[src/hw/board_pkg.sv]
`default_nettype none

// ===========================================================================
// Board level definitions for the host command port and the front panel
// ===========================================================================
package board_pkg;

	localparam int host_w = 16;

	// Word as sampled from the host bus
	typedef logic [host_w-1:0] host_word_t;

	// Command opcodes, taken from the low byte of the first word
	typedef enum logic [7:0] {
		op_cfg = 8'h01,
		op_led = 8'h25,
		op_vol = 8'h26
	} host_op_e;

	// Composite sync enable in the configuration word
	localparam int cfg_csync_bit = 3;

	// Bit 4 mutes, bits 3..0 are the attenuation shift
	typedef logic [4:0] vol_t;

	// Button sampling divisor and number of equal samples per change
	localparam int deb_tick_default = 100000;
	localparam int deb_depth = 8;

endpackage

`default_nettype wire

[src/hw/av_pkg.sv]
`default_nettype none

// ===========================================================================
// Audio and video definitions shared by the mixer and the sync fixer
// ===========================================================================
package av_pkg;

	localparam int sample_w = 16;
	localparam int sync_cnt_w = 32;

	// One audio sample, signedness chosen at run time by audio_s
	typedef logic [sample_w-1:0] sample_t;

	// Amount of the opposite channel mixed into each output
	typedef enum logic [1:0] {
		mix_none = 2'd0,
		mix_eighth = 2'd1,
		mix_quarter = 2'd2,
		mix_half = 2'd3
	} mix_e;

	// Cycle count of one sync phase
	typedef logic [sync_cnt_w-1:0] sync_cnt_t;

	// Longest line at the board clock fits easily in 32 bits

endpackage

`default_nettype wire

[src/hw/cfg_if.sv]
`default_nettype none

// Decoded host configuration, written by the command port
interface cfg_if;
	import board_pkg::*;

	// Per bit takeover of the board LEDs
	logic [7:0] led_overtake;
	logic [7:0] led_state;

	// Audio attenuation and mute
	vol_t vol;

	// Composite sync on the VGA hsync pin
	logic csync;

	modport src (output led_overtake, output led_state, output vol, output csync);
	modport dst (input led_overtake, input led_state, input vol, input csync);

endinterface

`default_nettype wire

[src/hw/host_cmd.sv]
`default_nettype none

module host_cmd (
	input wire clk,
	input wire resetd,
	input board_pkg::host_word_t io_din,
	input wire io_clk,
	input wire io_uio,
	cfg_if.src cfg
);
	import board_pkg::*;

	// =======================================================================
	// Input synchronizer and strobe detection
	// =======================================================================

	host_word_t din_s1;
	host_word_t din_s2;
	host_word_t word_q;
	logic clk_s1;
	logic clk_s2;
	logic clk_s3;
	logic uio_s1;
	logic uio_s2;
	logic strobe_q;

	// Host data word pipeline
	always_ff @(posedge clk) begin
		din_s1 <= io_din;
		din_s2 <= din_s1;
		// Extra stage lines the word up with the strobe
		word_q <= din_s2;
	end

	always_ff @(posedge clk) begin
		if (resetd) begin
			clk_s1 <= 1'b0;
			clk_s2 <= 1'b0;
			clk_s3 <= 1'b0;
			uio_s1 <= 1'b0;
			uio_s2 <= 1'b0;
			strobe_q <= 1'b0;
		end else begin
			clk_s1 <= io_clk;
			clk_s2 <= clk_s1;
			clk_s3 <= clk_s2;
			uio_s1 <= io_uio;
			uio_s2 <= uio_s1;
			// Rising edge of the synchronized io_clk
			strobe_q <= clk_s2 & ~clk_s3;
		end
	end

	// =======================================================================
	// Command decode
	// =======================================================================

	logic has_cmd;
	host_op_e cmd;

	always_ff @(posedge clk) begin
		if (resetd) begin
			has_cmd <= 1'b0;
			cfg.led_overtake <= '0;
			cfg.led_state <= '0;
			cfg.vol <= '0;
			cfg.csync <= 1'b0;
		end else if (!uio_s2) begin
			has_cmd <= 1'b0;
		end else if (strobe_q) begin
			if (!has_cmd) begin
				// First word after io_uio rises carries the opcode
				has_cmd <= 1'b1;
				cmd <= host_op_e'(word_q[7:0]);
			end else begin
				case (cmd)
					op_cfg: cfg.csync <= word_q[cfg_csync_bit];
					op_led: {cfg.led_overtake, cfg.led_state} <= word_q;
					op_vol: cfg.vol <= word_q[4:0];
					default: ;
				endcase
			end
		end
	end

	// Configuration only moves inside a framed command
	a_cfg_framed: assert property (@(posedge clk) disable iff (resetd)
		!uio_s2 |=> $stable({cfg.led_overtake, cfg.led_state, cfg.vol, cfg.csync}));

endmodule

`default_nettype wire

[src/hw/front_panel.sv]
`default_nettype none

module front_panel #(
	parameter int deb_tick = board_pkg::deb_tick_default
) (
	input wire clk,
	input wire resetd,
	input wire btn_user_n,
	input wire btn_osd_n,
	input wire [1:0] key,
	input wire led_user,
	input wire [1:0] led_power,
	input wire [1:0] led_disk,
	cfg_if.dst cfg,
	output logic btn_user,
	output logic btn_osd,
	output logic [7:0] led,
	output logic led_user_on,
	output logic led_power_on,
	output logic led_hdd_on
);
	import board_pkg::*;

	// =======================================================================
	// Button debounce
	// =======================================================================

	int unsigned div;
	logic tick;
	logic [deb_depth-1:0] deb_user;
	logic [deb_depth-1:0] deb_osd;
	logic [deb_depth-1:0] user_nxt;
	logic [deb_depth-1:0] osd_nxt;

	assign tick = (div == deb_tick);

	// Board button and matching key are both active low
	assign user_nxt = {deb_user[deb_depth-2:0], ~(btn_user_n & key[1])};
	assign osd_nxt = {deb_osd[deb_depth-2:0], ~(btn_osd_n & key[0])};

	always_ff @(posedge clk) begin
		if (resetd) begin
			div <= 0;
			deb_user <= '0;
			deb_osd <= '0;
			btn_user <= 1'b0;
			btn_osd <= 1'b0;
		end else begin
			div <= tick ? 0 : div + 1;
			if (tick) begin
				deb_user <= user_nxt;
				deb_osd <= osd_nxt;
				// State only flips on a full run of equal samples
				if (&user_nxt) btn_user <= 1'b1;
				if (~|user_nxt) btn_user <= 1'b0;
				if (&osd_nxt) btn_osd <= 1'b1;
				if (~|osd_nxt) btn_osd <= 1'b0;
			end
		end
	end

	a_btn_on_tick: assert property (@(posedge clk) disable iff (resetd)
		!tick |=> $stable(btn_user));

	// =======================================================================
	// LEDs
	// =======================================================================

	assign led_power_on = led_power[1] ? ~led_power[0] : 1'b0;
	// Disk LED level is active low in both modes
	assign led_hdd_on = ~led_disk[0];
	assign led_user_on = led_user;

	assign led = (cfg.led_overtake & cfg.led_state) |
		(~cfg.led_overtake & {3'b000, led_power_on, 1'b0, led_hdd_on, 1'b0, led_user_on});

endmodule

`default_nettype wire

[src/hw/audio_mix.sv]
`default_nettype none

module audio_mix (
	input wire clk,
	input wire resetd,
	input av_pkg::sample_t audio_ls,
	input av_pkg::sample_t audio_rs,
	input wire audio_s,
	input av_pkg::mix_e audio_mix,
	cfg_if.dst cfg,
	output av_pkg::sample_t audio_l,
	output av_pkg::sample_t audio_r
);
	import av_pkg::*;

	// Right shift that keeps the sign for signed samples
	function automatic sample_t shr(input sample_t x, input logic [3:0] k, input logic s);
		sample_t r;
		if (s)
			r = sample_t'($signed(x) >>> k);
		else
			r = x >> k;
		return r;
	endfunction

	// =======================================================================
	// Stage 1, cross mix
	// =======================================================================

	sample_t mix_l;
	sample_t mix_r;
	sample_t mix_lq;
	sample_t mix_rq;
	logic s_q;

	always_comb begin
		unique case (audio_mix)
			mix_none: begin
				mix_l = audio_ls;
				mix_r = audio_rs;
			end
			mix_eighth: begin
				mix_l = audio_ls - shr(audio_ls, 4'd3, audio_s) + shr(audio_rs, 4'd3, audio_s);
				mix_r = audio_rs - shr(audio_rs, 4'd3, audio_s) + shr(audio_ls, 4'd3, audio_s);
			end
			mix_quarter: begin
				mix_l = audio_ls - shr(audio_ls, 4'd2, audio_s) + shr(audio_rs, 4'd2, audio_s);
				mix_r = audio_rs - shr(audio_rs, 4'd2, audio_s) + shr(audio_ls, 4'd2, audio_s);
			end
			mix_half: begin
				// Mono
				mix_l = shr(audio_ls, 4'd1, audio_s) + shr(audio_rs, 4'd1, audio_s);
				mix_r = mix_l;
			end
		endcase
	end

	always_ff @(posedge clk) begin
		mix_lq <= mix_l;
		mix_rq <= mix_r;
		s_q <= audio_s;
	end

	// =======================================================================
	// Stage 2, attenuation and mute
	// =======================================================================

	always_ff @(posedge clk) begin
		if (resetd || cfg.vol[4]) begin
			audio_l <= '0;
			audio_r <= '0;
		end else begin
			audio_l <= shr(mix_lq, cfg.vol[3:0], s_q);
			audio_r <= shr(mix_rq, cfg.vol[3:0], s_q);
		end
	end

	a_mute: assert property (@(posedge clk) disable iff (resetd)
		cfg.vol[4] |=> (audio_l == '0) && (audio_r == '0));

endmodule

`default_nettype wire

[src/hw/sync_fix.sv]
`default_nettype none

module sync_fix (
	input wire clk,
	input wire resetd,
	input wire sync_in,
	output logic sync_out
);
	import av_pkg::*;

	logic s1;
	logic s2;
	logic pol;
	sync_cnt_t cnt;
	sync_cnt_t high_len;
	sync_cnt_t low_len;

	always_ff @(posedge clk) begin
		if (resetd) begin
			{s1, s2} <= 2'b00;
			cnt <= '0;
			high_len <= '0;
			low_len <= '0;
			pol <= 1'b0;
		end else begin
			s1 <= sync_in;
			s2 <= s1;
			// Rise ends a low phase, fall ends a high phase
			if (~s2 & s1) low_len <= cnt;
			if (s2 & ~s1) high_len <= cnt;
			cnt <= (s2 != s1) ? '0 : cnt + 1'b1;
			pol <= high_len > low_len;
		end
	end

	// Short phase always comes out high
	assign sync_out = sync_in ^ pol;

endmodule

`default_nettype wire

[src/hw/sys_top.sv]
`default_nettype none

module sys_top #(
	parameter int deb_tick = board_pkg::deb_tick_default
) (
	input wire FPGA_CLK2_50,
	input wire resetd,
	input board_pkg::host_word_t io_din,
	input wire io_clk,
	input wire io_uio,
	input wire btn_user_n,
	input wire btn_osd_n,
	input wire [1:0] key,
	input wire led_user,
	input wire [1:0] led_power,
	input wire [1:0] led_disk,
	input av_pkg::sample_t audio_ls,
	input av_pkg::sample_t audio_rs,
	input wire audio_s,
	input av_pkg::mix_e audio_mix,
	input wire vs_in,
	input wire hs_in,
	output logic btn_user,
	output logic btn_osd,
	output logic [7:0] led,
	output logic led_user_on,
	output logic led_power_on,
	output logic led_hdd_on,
	output av_pkg::sample_t audio_l,
	output av_pkg::sample_t audio_r,
	output logic vga_vs,
	output logic vga_hs
);

	cfg_if cfg_bus ();

	host_cmd u_host_cmd (.clk(FPGA_CLK2_50), .resetd, .io_din, .io_clk, .io_uio, .cfg(cfg_bus));

	front_panel #(.deb_tick(deb_tick)) u_front_panel (
		.clk(FPGA_CLK2_50), .resetd, .btn_user_n, .btn_osd_n, .key,
		.led_user, .led_power, .led_disk, .cfg(cfg_bus),
		.btn_user, .btn_osd, .led, .led_user_on, .led_power_on, .led_hdd_on
	);

	audio_mix u_audio_mix (
		.clk(FPGA_CLK2_50), .resetd, .audio_ls, .audio_rs, .audio_s, .audio_mix,
		.cfg(cfg_bus), .audio_l, .audio_r
	);

	// =======================================================================
	// VGA sync
	// =======================================================================

	logic vs_fix;
	logic hs_fix;

	sync_fix sync_v (.clk(FPGA_CLK2_50), .resetd, .sync_in(vs_in), .sync_out(vs_fix));
	sync_fix sync_h (.clk(FPGA_CLK2_50), .resetd, .sync_in(hs_in), .sync_out(hs_fix));

	// Pins are active low, composite sync goes out on hsync
	assign vga_vs = cfg_bus.csync ? 1'b1 : ~vs_fix;
	assign vga_hs = cfg_bus.csync ? ~(vs_fix ^ hs_fix) : ~hs_fix;

endmodule

`default_nettype wire

[config.mk]
export PLATFORM = sky130hd
export DESIGN_NAME = sys_top
export DESIGN_NICKNAME = d
export VERILOG_FILES = /design/src/hw/board_pkg.sv /design/src/hw/av_pkg.sv /design/src/hw/cfg_if.sv /design/src/hw/host_cmd.sv /design/src/hw/front_panel.sv /design/src/hw/audio_mix.sv /design/src/hw/sync_fix.sv /design/src/hw/sys_top.sv
export SDC_FILE = /design/constraint.sdc
export NUM_CORES = 1
export LEC_CHECK = 0
export BUFFER_PORTS_ARGS = -buffer_cell sky130_fd_sc_hd__buf_2
export CORE_MARGIN = 2
export CORE_UTILIZATION = 41
export DETAILED_ROUTE_END_ITERATION = 10
export GPL_ROUTABILITY_DRIVEN = 0
export SYNTH_ARGS = -nofsm -noshare
export SYNTH_HDL_FRONTEND = slang
export SYNTH_SLANG_ARGS = --single-unit
[constraint.sdc]
create_clock -name FPGA_CLK2_50 -period 3.5 [get_ports FPGA_CLK2_50]
set_input_delay 0.35 -clock FPGA_CLK2_50 [delete_from_list [all_inputs] [get_ports FPGA_CLK2_50]]
set_output_delay 0.35 -clock FPGA_CLK2_50 [all_outputs]
set_load 0.03 [all_outputs]
# After elaboration in Yosys (flattened, before gate mapping)
# Index checks and enable logic that the tools add are counted.
# Widths: inputs -> output; s select.
# word_totals
regBits	396
inputBits	66
out_inout_bits	47
wordCells	134
# classes
n_addsub	12
magnitude_cmp	2
eq_ne	11
n_shift	4
n_mux	23
bitwise_logic	29
n_reduce_logical	16
# op_table
operator	n
$mux 16	14
$pmux 16 s4	2
$add 32x1->32 const B	3
$add 16x16->16	5
$gt 32x32->1	2
$sub 16x16->16	4
$eq 32x17->1 const B	1
$shr 16x4->16	2
$sshr 16x4->16	2
$eq 8x6->1 const B	2
$reduce_and 4->1	4
$reduce_and 8->1	2
$reduce_or 8->1	2
$not 1->1	15
$and 8x5->8	1
$and 8x8->8	1
$eq 8x1->1 const B	1
$not 8->8	1
$or 8x8->8	1
$reduce_or 2->1	4
$and 1x1->1	7
$mux 1	7
$eq 2x2->1 const B	2
$ne 2x1->1 const B	2
other kinds (6)	10

# Logic depth before layout (Yosys ltp)
# logic_depth
depth_word	5
mapped_depth	14
depth_no_buf	14

# Modules after synthesis
# Synthesis repeated with hierarchy kept, for this count alone.
# unflattened
hier_cells	2522
area_unflattened_um2	22821.9
# by_module_without_submodules
mod	n_inst	cells_per_inst	area_per_inst_um2	seq_area_each_um2
audio_mix	1	1086	8818.5	1301.2
sync_fix (sync_h)	1	496	4654.5	1981.9
sync_fix (sync_v)	1	486	4490.6	1981.9
front_panel	1	283	2431.1	960.9
host_cmd	1	168	2408.6	1781.7
sys_top	1	3	18.8	0.0

# Worst setup path after synthesis
# No wires, ideal clock.
# synth_path
kind	in2reg
from	in audio_ls[3]
to	reg u_audio_mix.mix_rq[15]
setup_ps	135
arrival_ps	3074
t_required_ps	3365
slack_ps	291
path_stages	12
path_buffers	0
path_cell_list	inv_1 -> fa_1 -> inv_1 -> ha_1 -> a211oi_2 -> o21ai_1 -> a2111oi_4 -> o31ai_2 -> a2111o_1 -> o21ai_1 -> mux2i_1 -> o2111ai_1
# synth_between
elab_chain_len	4
word_cells_on_any_way	10
classes_between	add/sub (3); mux (7)
# synth_lines
item	line	text
from (decl)	sys_top.sv:17	input av_pkg::sample_t audio_ls,
$mux 16	audio_mix.sv:19	if (s)
$mux 16	audio_mix.sv:37	unique case (audio_mix)
$add 16x16->16 (on tied branches)	audio_mix.sv:52, audio_mix.sv:44, audio_mix.sv:48	
$pmux 16 s4 (*)	audio_mix.sv:37	
via u_audio_mix.mix_r[15]	audio_mix.sv:31	sample_t mix_r;
to (signal assigned)	audio_mix.sv:60	mix_rq <= mix_r;
to (decl)	audio_mix.sv:33	sample_t mix_rq;
# Mark *: on every way through the listed nets, which the timed path passes. The rest lies on a longest branch. The select of a mux whose other input is x is not followed.
# A chain may end at the register's enable or synchronous reset.

# Worst setup path in the final report
# layout_path
from	in audio_ls[4]
to	reg u_audio_mix.mix_rq[14]
# Same word-level chain as after synthesis.

==> flow_summary.html <==
<table>
<tr><th>Metric</th><th>Value</th></tr>
<tr><th colspan="2">Run status</th></tr>
<tr><td>Outcome</td><td>finished clean</td></tr>
<tr><th colspan="2">Clock network</th></tr>
<tr><td>CTS tree</td><td>yes</td></tr>
<tr><td>Post-CTS setup repair buffer count</td><td>0</td></tr>
<tr><td>Clock sink count</td><td>roughly 400</td></tr>
<tr><td>Clock edge transition at the registers on the reported setup and hold paths</td><td>approximately 0.060 ns</td></tr>
<tr><td>Total CTS buffers</td><td>42</td></tr>
<tr><td>Clock insertion delay at the later pin of the skew report</td><td>roughly 0.55 ns</td></tr>
<tr><td>Buffer cell driving the clock tree root</td><td>sky130_fd_sc_hd__clkbuf_16</td></tr>
<tr><td>Clock Tree Buf Depth</td><td>3</td></tr>
<tr><td>Number of H-tree levels</td><td>2</td></tr>
<tr><th colspan="2">Setup path</th></tr>
<tr><td>Peak per-stage delay on the critical path</td><td>0.54 ns</td></tr>
<tr><td>Worst setup path class</td><td>input port to flop</td></tr>
<tr><td>Cell chain of the critical path</td><td>buf_2 -&gt; inv_1 -&gt; fa_1 -&gt; inv_1 -&gt; ha_1 -&gt; nor2b_1 -&gt; o31ai_2 -&gt; a21oi_1 -&gt; o21a_1 -&gt; a311o_1 -&gt; a311o_1 -&gt; mux2i_1 -&gt; a211oi_1</td></tr>
<tr><td>Endpoint of the lowest-slack register-to-register path</td><td>sync_v.cnt[31]$_SDFF_PP0_</td></tr>
<tr><td>Nature of the critical path startpoint</td><td>input port</td></tr>
<tr><td>Critical Path End Type</td><td>flop</td></tr>
<tr><td>Logic depth of the worst register-to-register path</td><td>8</td></tr>
<tr><td>Max FO, Critical Path</td><td>3</td></tr>
<tr><td>Crit-path slowest cell</td><td>sky130_fd_sc_hd__fa_1</td></tr>
<tr><td>Origin of the critical flop-to-flop path</td><td>sync_v.cnt[2]$_SDFF_PP0_</td></tr>
<tr><td>Reg2Reg Setup Slack</td><td>1.04 ns</td></tr>
<tr><td>Required time worst endpoint</td><td>3.95 ns</td></tr>
<tr><td>Crit path DAT</td><td>about 3.5 ns</td></tr>
<tr><th colspan="2">Layout</th></tr>
<tr><td>Finished Layout Cells</td><td>between 3000 and 4000</td></tr>
<tr><td>Core utilization of the finished layout</td><td>a little under half</td></tr>
<tr><td>Area added between synthesis and finish</td><td>14.3%</td></tr>
<tr><td>Share of layout cells above drive strength 1</td><td>11.9%</td></tr>
<tr><td>Ant diodes</td><td>0</td></tr>
<tr><td>Total number of nets in the final design</td><td>approximately 2800</td></tr>
<tr><th colspan="2">Global routing</th></tr>
<tr><td>First-pass GRT wire length</td><td>roughly 86000 um</td></tr>
<tr><td>GR Util All Layers</td><td>between 10% and 20%</td></tr>
<tr><td>Remaining global-route overflow</td><td>0</td></tr>
<tr><td>Number of global-route vias before repair</td><td>between 15000 and 20000</td></tr>
<tr><td>Initial antenna violation count</td><td>1</td></tr>
<tr><td>Largest net degree at the start of global routing</td><td>between 60 and 70</td></tr>
<tr><th colspan="2">Hold path</th></tr>
<tr><td>Worst hold endpoint</td><td>u_front_panel.deb_osd[0]$_SDFFE_PP0P_</td></tr>
<tr><td>Tightest Hold Check Type</td><td>input port to flop</td></tr>
<tr><td>HP Start</td><td>key[0]</td></tr>
<tr><td>Hold depth</td><td>2</td></tr>
<tr><th colspan="2">Logic synthesis</th></tr>
<tr><td>Number of instances in the synthesized netlist</td><td>around 2400</td></tr>
<tr><td>Cell types occupying the most area after synthesis</td><td>sky130_fd_sc_hd__dfxtp_1 35%, sky130_fd_sc_hd__ha_1 9.4%, sky130_fd_sc_hd__mux2i_1 8.5%, sky130_fd_sc_hd__nor2_1 6.4%, sky130_fd_sc_hd__fa_1 5.4%</td></tr>
<tr><td>Average footprint of a synthesized cell</td><td>approximately 9.1 um2</td></tr>
<tr><td>Most numerous cell types in the synthesized netlist</td><td>388 x sky130_fd_sc_hd__dfxtp_1, 372 x sky130_fd_sc_hd__nor2_1, 250 x sky130_fd_sc_hd__inv_1</td></tr>
<tr><td>Synth warn</td><td>0</td></tr>
<tr><td>Commonest register cell after synthesis</td><td>sky130_fd_sc_hd__dfxtp_1</td></tr>
<tr><td>Synthesized netlist net count</td><td>~2700</td></tr>
<tr><td>Post-synth top area share</td><td>between 30 and 40%</td></tr>
<tr><td>Mapped cell area</td><td>approximately 22000 um2</td></tr>
<tr><td>Yosys reg bits</td><td>just under 400</td></tr>
<tr><td>Cell type with the largest total area after synthesis</td><td>sky130_fd_sc_hd__dfxtp_1</td></tr>
<tr><td>Async S/R FF share, synth</td><td>0%</td></tr>
<tr><td>Count of flip-flops with a built-in enable after synthesis</td><td>8</td></tr>
<tr><td>Most frequent cell after synthesis</td><td>sky130_fd_sc_hd__dfxtp_1</td></tr>
<tr><td>Distinct cell type count of the synthesized netlist</td><td>78</td></tr>
<tr><td>Share of synthesized area occupied by flip-flops and latches</td><td>between 30% and 40%</td></tr>
<tr><th colspan="2">STA</th></tr>
<tr><td>Worst relative slew slack</td><td>20.6%</td></tr>
<tr><td>Post-route minimum period</td><td>3.02 ns</td></tr>
<tr><td>Final Setup Violations</td><td>0</td></tr>
<tr><td>Transition time at the pin with the least slew margin</td><td>roughly 1.2 ns</td></tr>
<tr><td>Worst Skew</td><td>~0.018 ns</td></tr>
<tr><td>Count of endpoints failing hold in the final timing report</td><td>0</td></tr>
<tr><td>Final period util</td><td>86.4%</td></tr>
<tr><td>Setup repair after global routing missed its margin</td><td>false</td></tr>
<tr><td>Max Fclk</td><td>0.331 GHz</td></tr>
<tr><td>Number of pins exceeding their max-slew limit in the final report</td><td>0</td></tr>
<tr><td>Worst hold slack</td><td>between 0.03 and 0.04 ns</td></tr>
<tr><th colspan="2">Placement</th></tr>
<tr><td>Placed insts</td><td>between 3000 and 4000</td></tr>
<tr><td>Port bufs</td><td>111</td></tr>
<tr><td>Detailed-placement wirelength estimate</td><td>approximately 39000 um</td></tr>
<tr><th colspan="2">Power and ir drop</th></tr>
<tr><td>Static Leakage</td><td>approximately 11 nW</td></tr>
<tr><td>Maximum vdd drop</td><td>around 0.32 mV</td></tr>
<tr><td>Pwr dens</td><td>482 nW/um2</td></tr>
<tr><th colspan="2">Detailed routing</th></tr>
<tr><td>Total length of routed wires</td><td>51900 um</td></tr>
<tr><td>Via count</td><td>approximately 17000</td></tr>
<tr><td>DRC viols</td><td>0</td></tr>
<tr><td>Residual antenna-violating net count after detailed routing</td><td>0</td></tr>
<tr><td>First-pass detailed-route iteration total</td><td>4</td></tr>
<tr><td>Average wire length per cell after detail routing</td><td>15.9 um</td></tr>
<tr><td>Per-cell via count in the routed design</td><td>5.16</td></tr>
<tr><td>Initial drt markers</td><td>approximately 750</td></tr>
<tr><th colspan="2">Floorplanning</th></tr>
<tr><td>Row count</td><td>84</td></tr>
<tr><td>Core ar.</td><td>approximately 53000 um2</td></tr>
<tr><td>Die Wd</td><td>around 240 um</td></tr>
<tr><td>Die Span Y</td><td>between 200 and 250 um</td></tr>
<tr><td>DIE AREA</td><td>roughly 55000 um2</td></tr>
<tr><td>Boundary pin count</td><td>roughly 110</td></tr>
<tr><td>Initial Util</td><td>between 40% and 50%</td></tr>
<tr><th colspan="2">Job</th></tr>
<tr><td>Count of max-cap constraint violations</td><td>0</td></tr>
</table>
-- area by class of cell --
class / count / area (um2)
Fill cell: 4929 / 27700
Clock inverter: 8 / 115
Timing Repair Buffer: 195 / 1240
Clock buffer: 67 / 1280
Sequential cell: 396 / 8010
Inverter: 250 / 938
Tap cell: 688 / 861
Multi-Input combinational cell: 1673 / 12600
-- per-layer routing --
layer | wire length (um) | vias up | GRT usage (%)
met1 | 24300 | 8120 | 24.5
met5 | 0 | - | 0
met4 | 890 | 0 | 4.36
li1 | - | 8436 | -
met3 | 1910 | 63 | 2.42
met2 | 24900 | 275 | 32.6
-- worst max-delay path, delay by kind of cell --
family                     cells  cell delay [ns]
adders and majority gates      2             0.85
and+or+nand+nor                1             0.17
buffers and inverters          3             0.25
muxes                          1             0.13
AOI/OAI and AO/OA              6             1.71
-- how the worst max path moves through the flow --
stage                           start                             end  slack [ns]  depth (start not counted)
after global placement    audio_ls[3]  u_audio_mix.mix_rq[15]$_DFF_P_      -0.007                         13
after global routing      audio_rs[4]  u_audio_mix.mix_lq[13]$_DFF_P_        0.26                         13
after CTS                 audio_rs[4]  u_audio_mix.mix_rq[15]$_DFF_P_        0.52                         13
final                     audio_ls[4]  u_audio_mix.mix_rq[14]$_DFF_P_        0.48                         13
after detailed placement  audio_ls[4]  u_audio_mix.mix_rq[14]$_DFF_P_       -0.05                         13
after floorplan           audio_ls[3]  u_audio_mix.mix_rq[15]$_DFF_P_        0.29                         12
-- per-stage QoR --
step                setup slack (ns)  instance area [um2]  setup TNS [ns]  power, mW
floorplan                      0.291                21900               0       6.85
global placement            -0.00737                23500        -0.00737       7.67
detailed placement           -0.0489                23500          -0.156       7.72
CTS                            0.522                25100               0       12.2
global route                   0.256                25100               0       12.7
finish                         0.477                25100               0       12.1
-- layout by cell type, fill, tap and decap left out, types with 7 or more instances in the layout --
| master | netlist | layout |
|---|---|---|
| sky130_fd_sc_hd__dfxtp_1 | 388 | 385 |
| sky130_fd_sc_hd__nor2_1 | 372 | 371 |
| sky130_fd_sc_hd__inv_1 | 250 | 250 |
| sky130_fd_sc_hd__mux2i_1 | 187 | 187 |
| sky130_fd_sc_hd__ha_1 | 164 | 160 |
| sky130_fd_sc_hd__a21oi_1 | 115 | 115 |
| sky130_fd_sc_hd__buf_2 | 2 | 110 |
| sky130_fd_sc_hd__nand2_1 | 89 | 89 |
| sky130_fd_sc_hd__xor2_1 | 77 | 77 |
| sky130_fd_sc_hd__buf_4 | 1 | 66 |
| sky130_fd_sc_hd__xnor2_1 | 65 | 65 |
| sky130_fd_sc_hd__o21ai_0 | 64 | 64 |
| sky130_fd_sc_hd__fa_1 | 59 | 59 |
| sky130_fd_sc_hd__nand3_1 | 51 | 51 |
| sky130_fd_sc_hd__a21o_1 | 47 | 47 |
| sky130_fd_sc_hd__clkbuf_16 | 0 | 43 |
| sky130_fd_sc_hd__nand4_1 | 34 | 34 |
| sky130_fd_sc_hd__a211oi_1 | 31 | 31 |
| sky130_fd_sc_hd__nor2b_1 | 28 | 28 |
| sky130_fd_sc_hd__o21a_1 | 26 | 26 |
| sky130_fd_sc_hd__and3_1 | 24 | 24 |
| sky130_fd_sc_hd__nor3_1 | 23 | 23 |
| sky130_fd_sc_hd__mux2_2 | 22 | 22 |
| sky130_fd_sc_hd__nand2b_1 | 19 | 19 |
| sky130_fd_sc_hd__dlygate4sd3_1 | 0 | 18 |
| sky130_fd_sc_hd__nor4_1 | 13 | 13 |
| sky130_fd_sc_hd__or3_1 | 13 | 13 |
| sky130_fd_sc_hd__mux4_2 | 13 | 13 |
| sky130_fd_sc_hd__clkbuf_1 | 67 | 13 |
| sky130_fd_sc_hd__and2_1 | 11 | 11 |
| sky130_fd_sc_hd__clkbuf_8 | 0 | 11 |
| sky130_fd_sc_hd__o22ai_1 | 10 | 10 |
| sky130_fd_sc_hd__o21bai_1 | 8 | 8 |
| sky130_fd_sc_hd__a221oi_1 | 8 | 8 |
| sky130_fd_sc_hd__a31oi_1 | 8 | 8 |
| sky130_fd_sc_hd__or2_2 | 8 | 8 |
| sky130_fd_sc_hd__edfxtp_1 | 8 | 8 |
| sky130_fd_sc_hd__o211ai_1 | 7 | 7 |
-- kinds of logic after synthesis --
logic type | after synthesis | share of synthesized area [%]
adders and majority gates | 223 | 14.7
and+or+nand+nor | 705 | 14.7
xor gates and xnor gates | 142 | 5.67
muxes | 222 | 11.0
AOI/OAI and AO/OA | 381 | 11.4
DFF | 396 | 36.5
buffers and inverters | 347 | 5.98
-- report_power, final --
| group | leakage (nW) | total (mW) | internal, mW | switching (mW) |
|---|---|---|---|---|
| Combinational | 6.85 | 2.76 | 1.16 | 1.59 |
| Sequential | 3.24 | 4.91 | 4.74 | 0.165 |
| Clock | 0.679 | 4.43 | 2.65 | 1.77 |
| Total | 10.8 | 12.1 | 8.56 | 3.53 |
-- sequential cells by signal, summed over array words and instances, names as in the netlist, 32 cells and up --
register and count:
sync_h.low_len 32, sync_h.high_len 32, u_front_panel.div 32, sync_v.low_len 32, sync_v.cnt 32, sync_h.cnt 32
sync_v.high_len 32
-- repair_timing --
| action | in CTS | in global routing |
|---|---|---|
| gates resized for setup | 0 | 0 |
| hold buffers | 18 | 0 |
| endpoints found under the hold margin | 18 | 0 |
(Power assumes the default switching activity.)
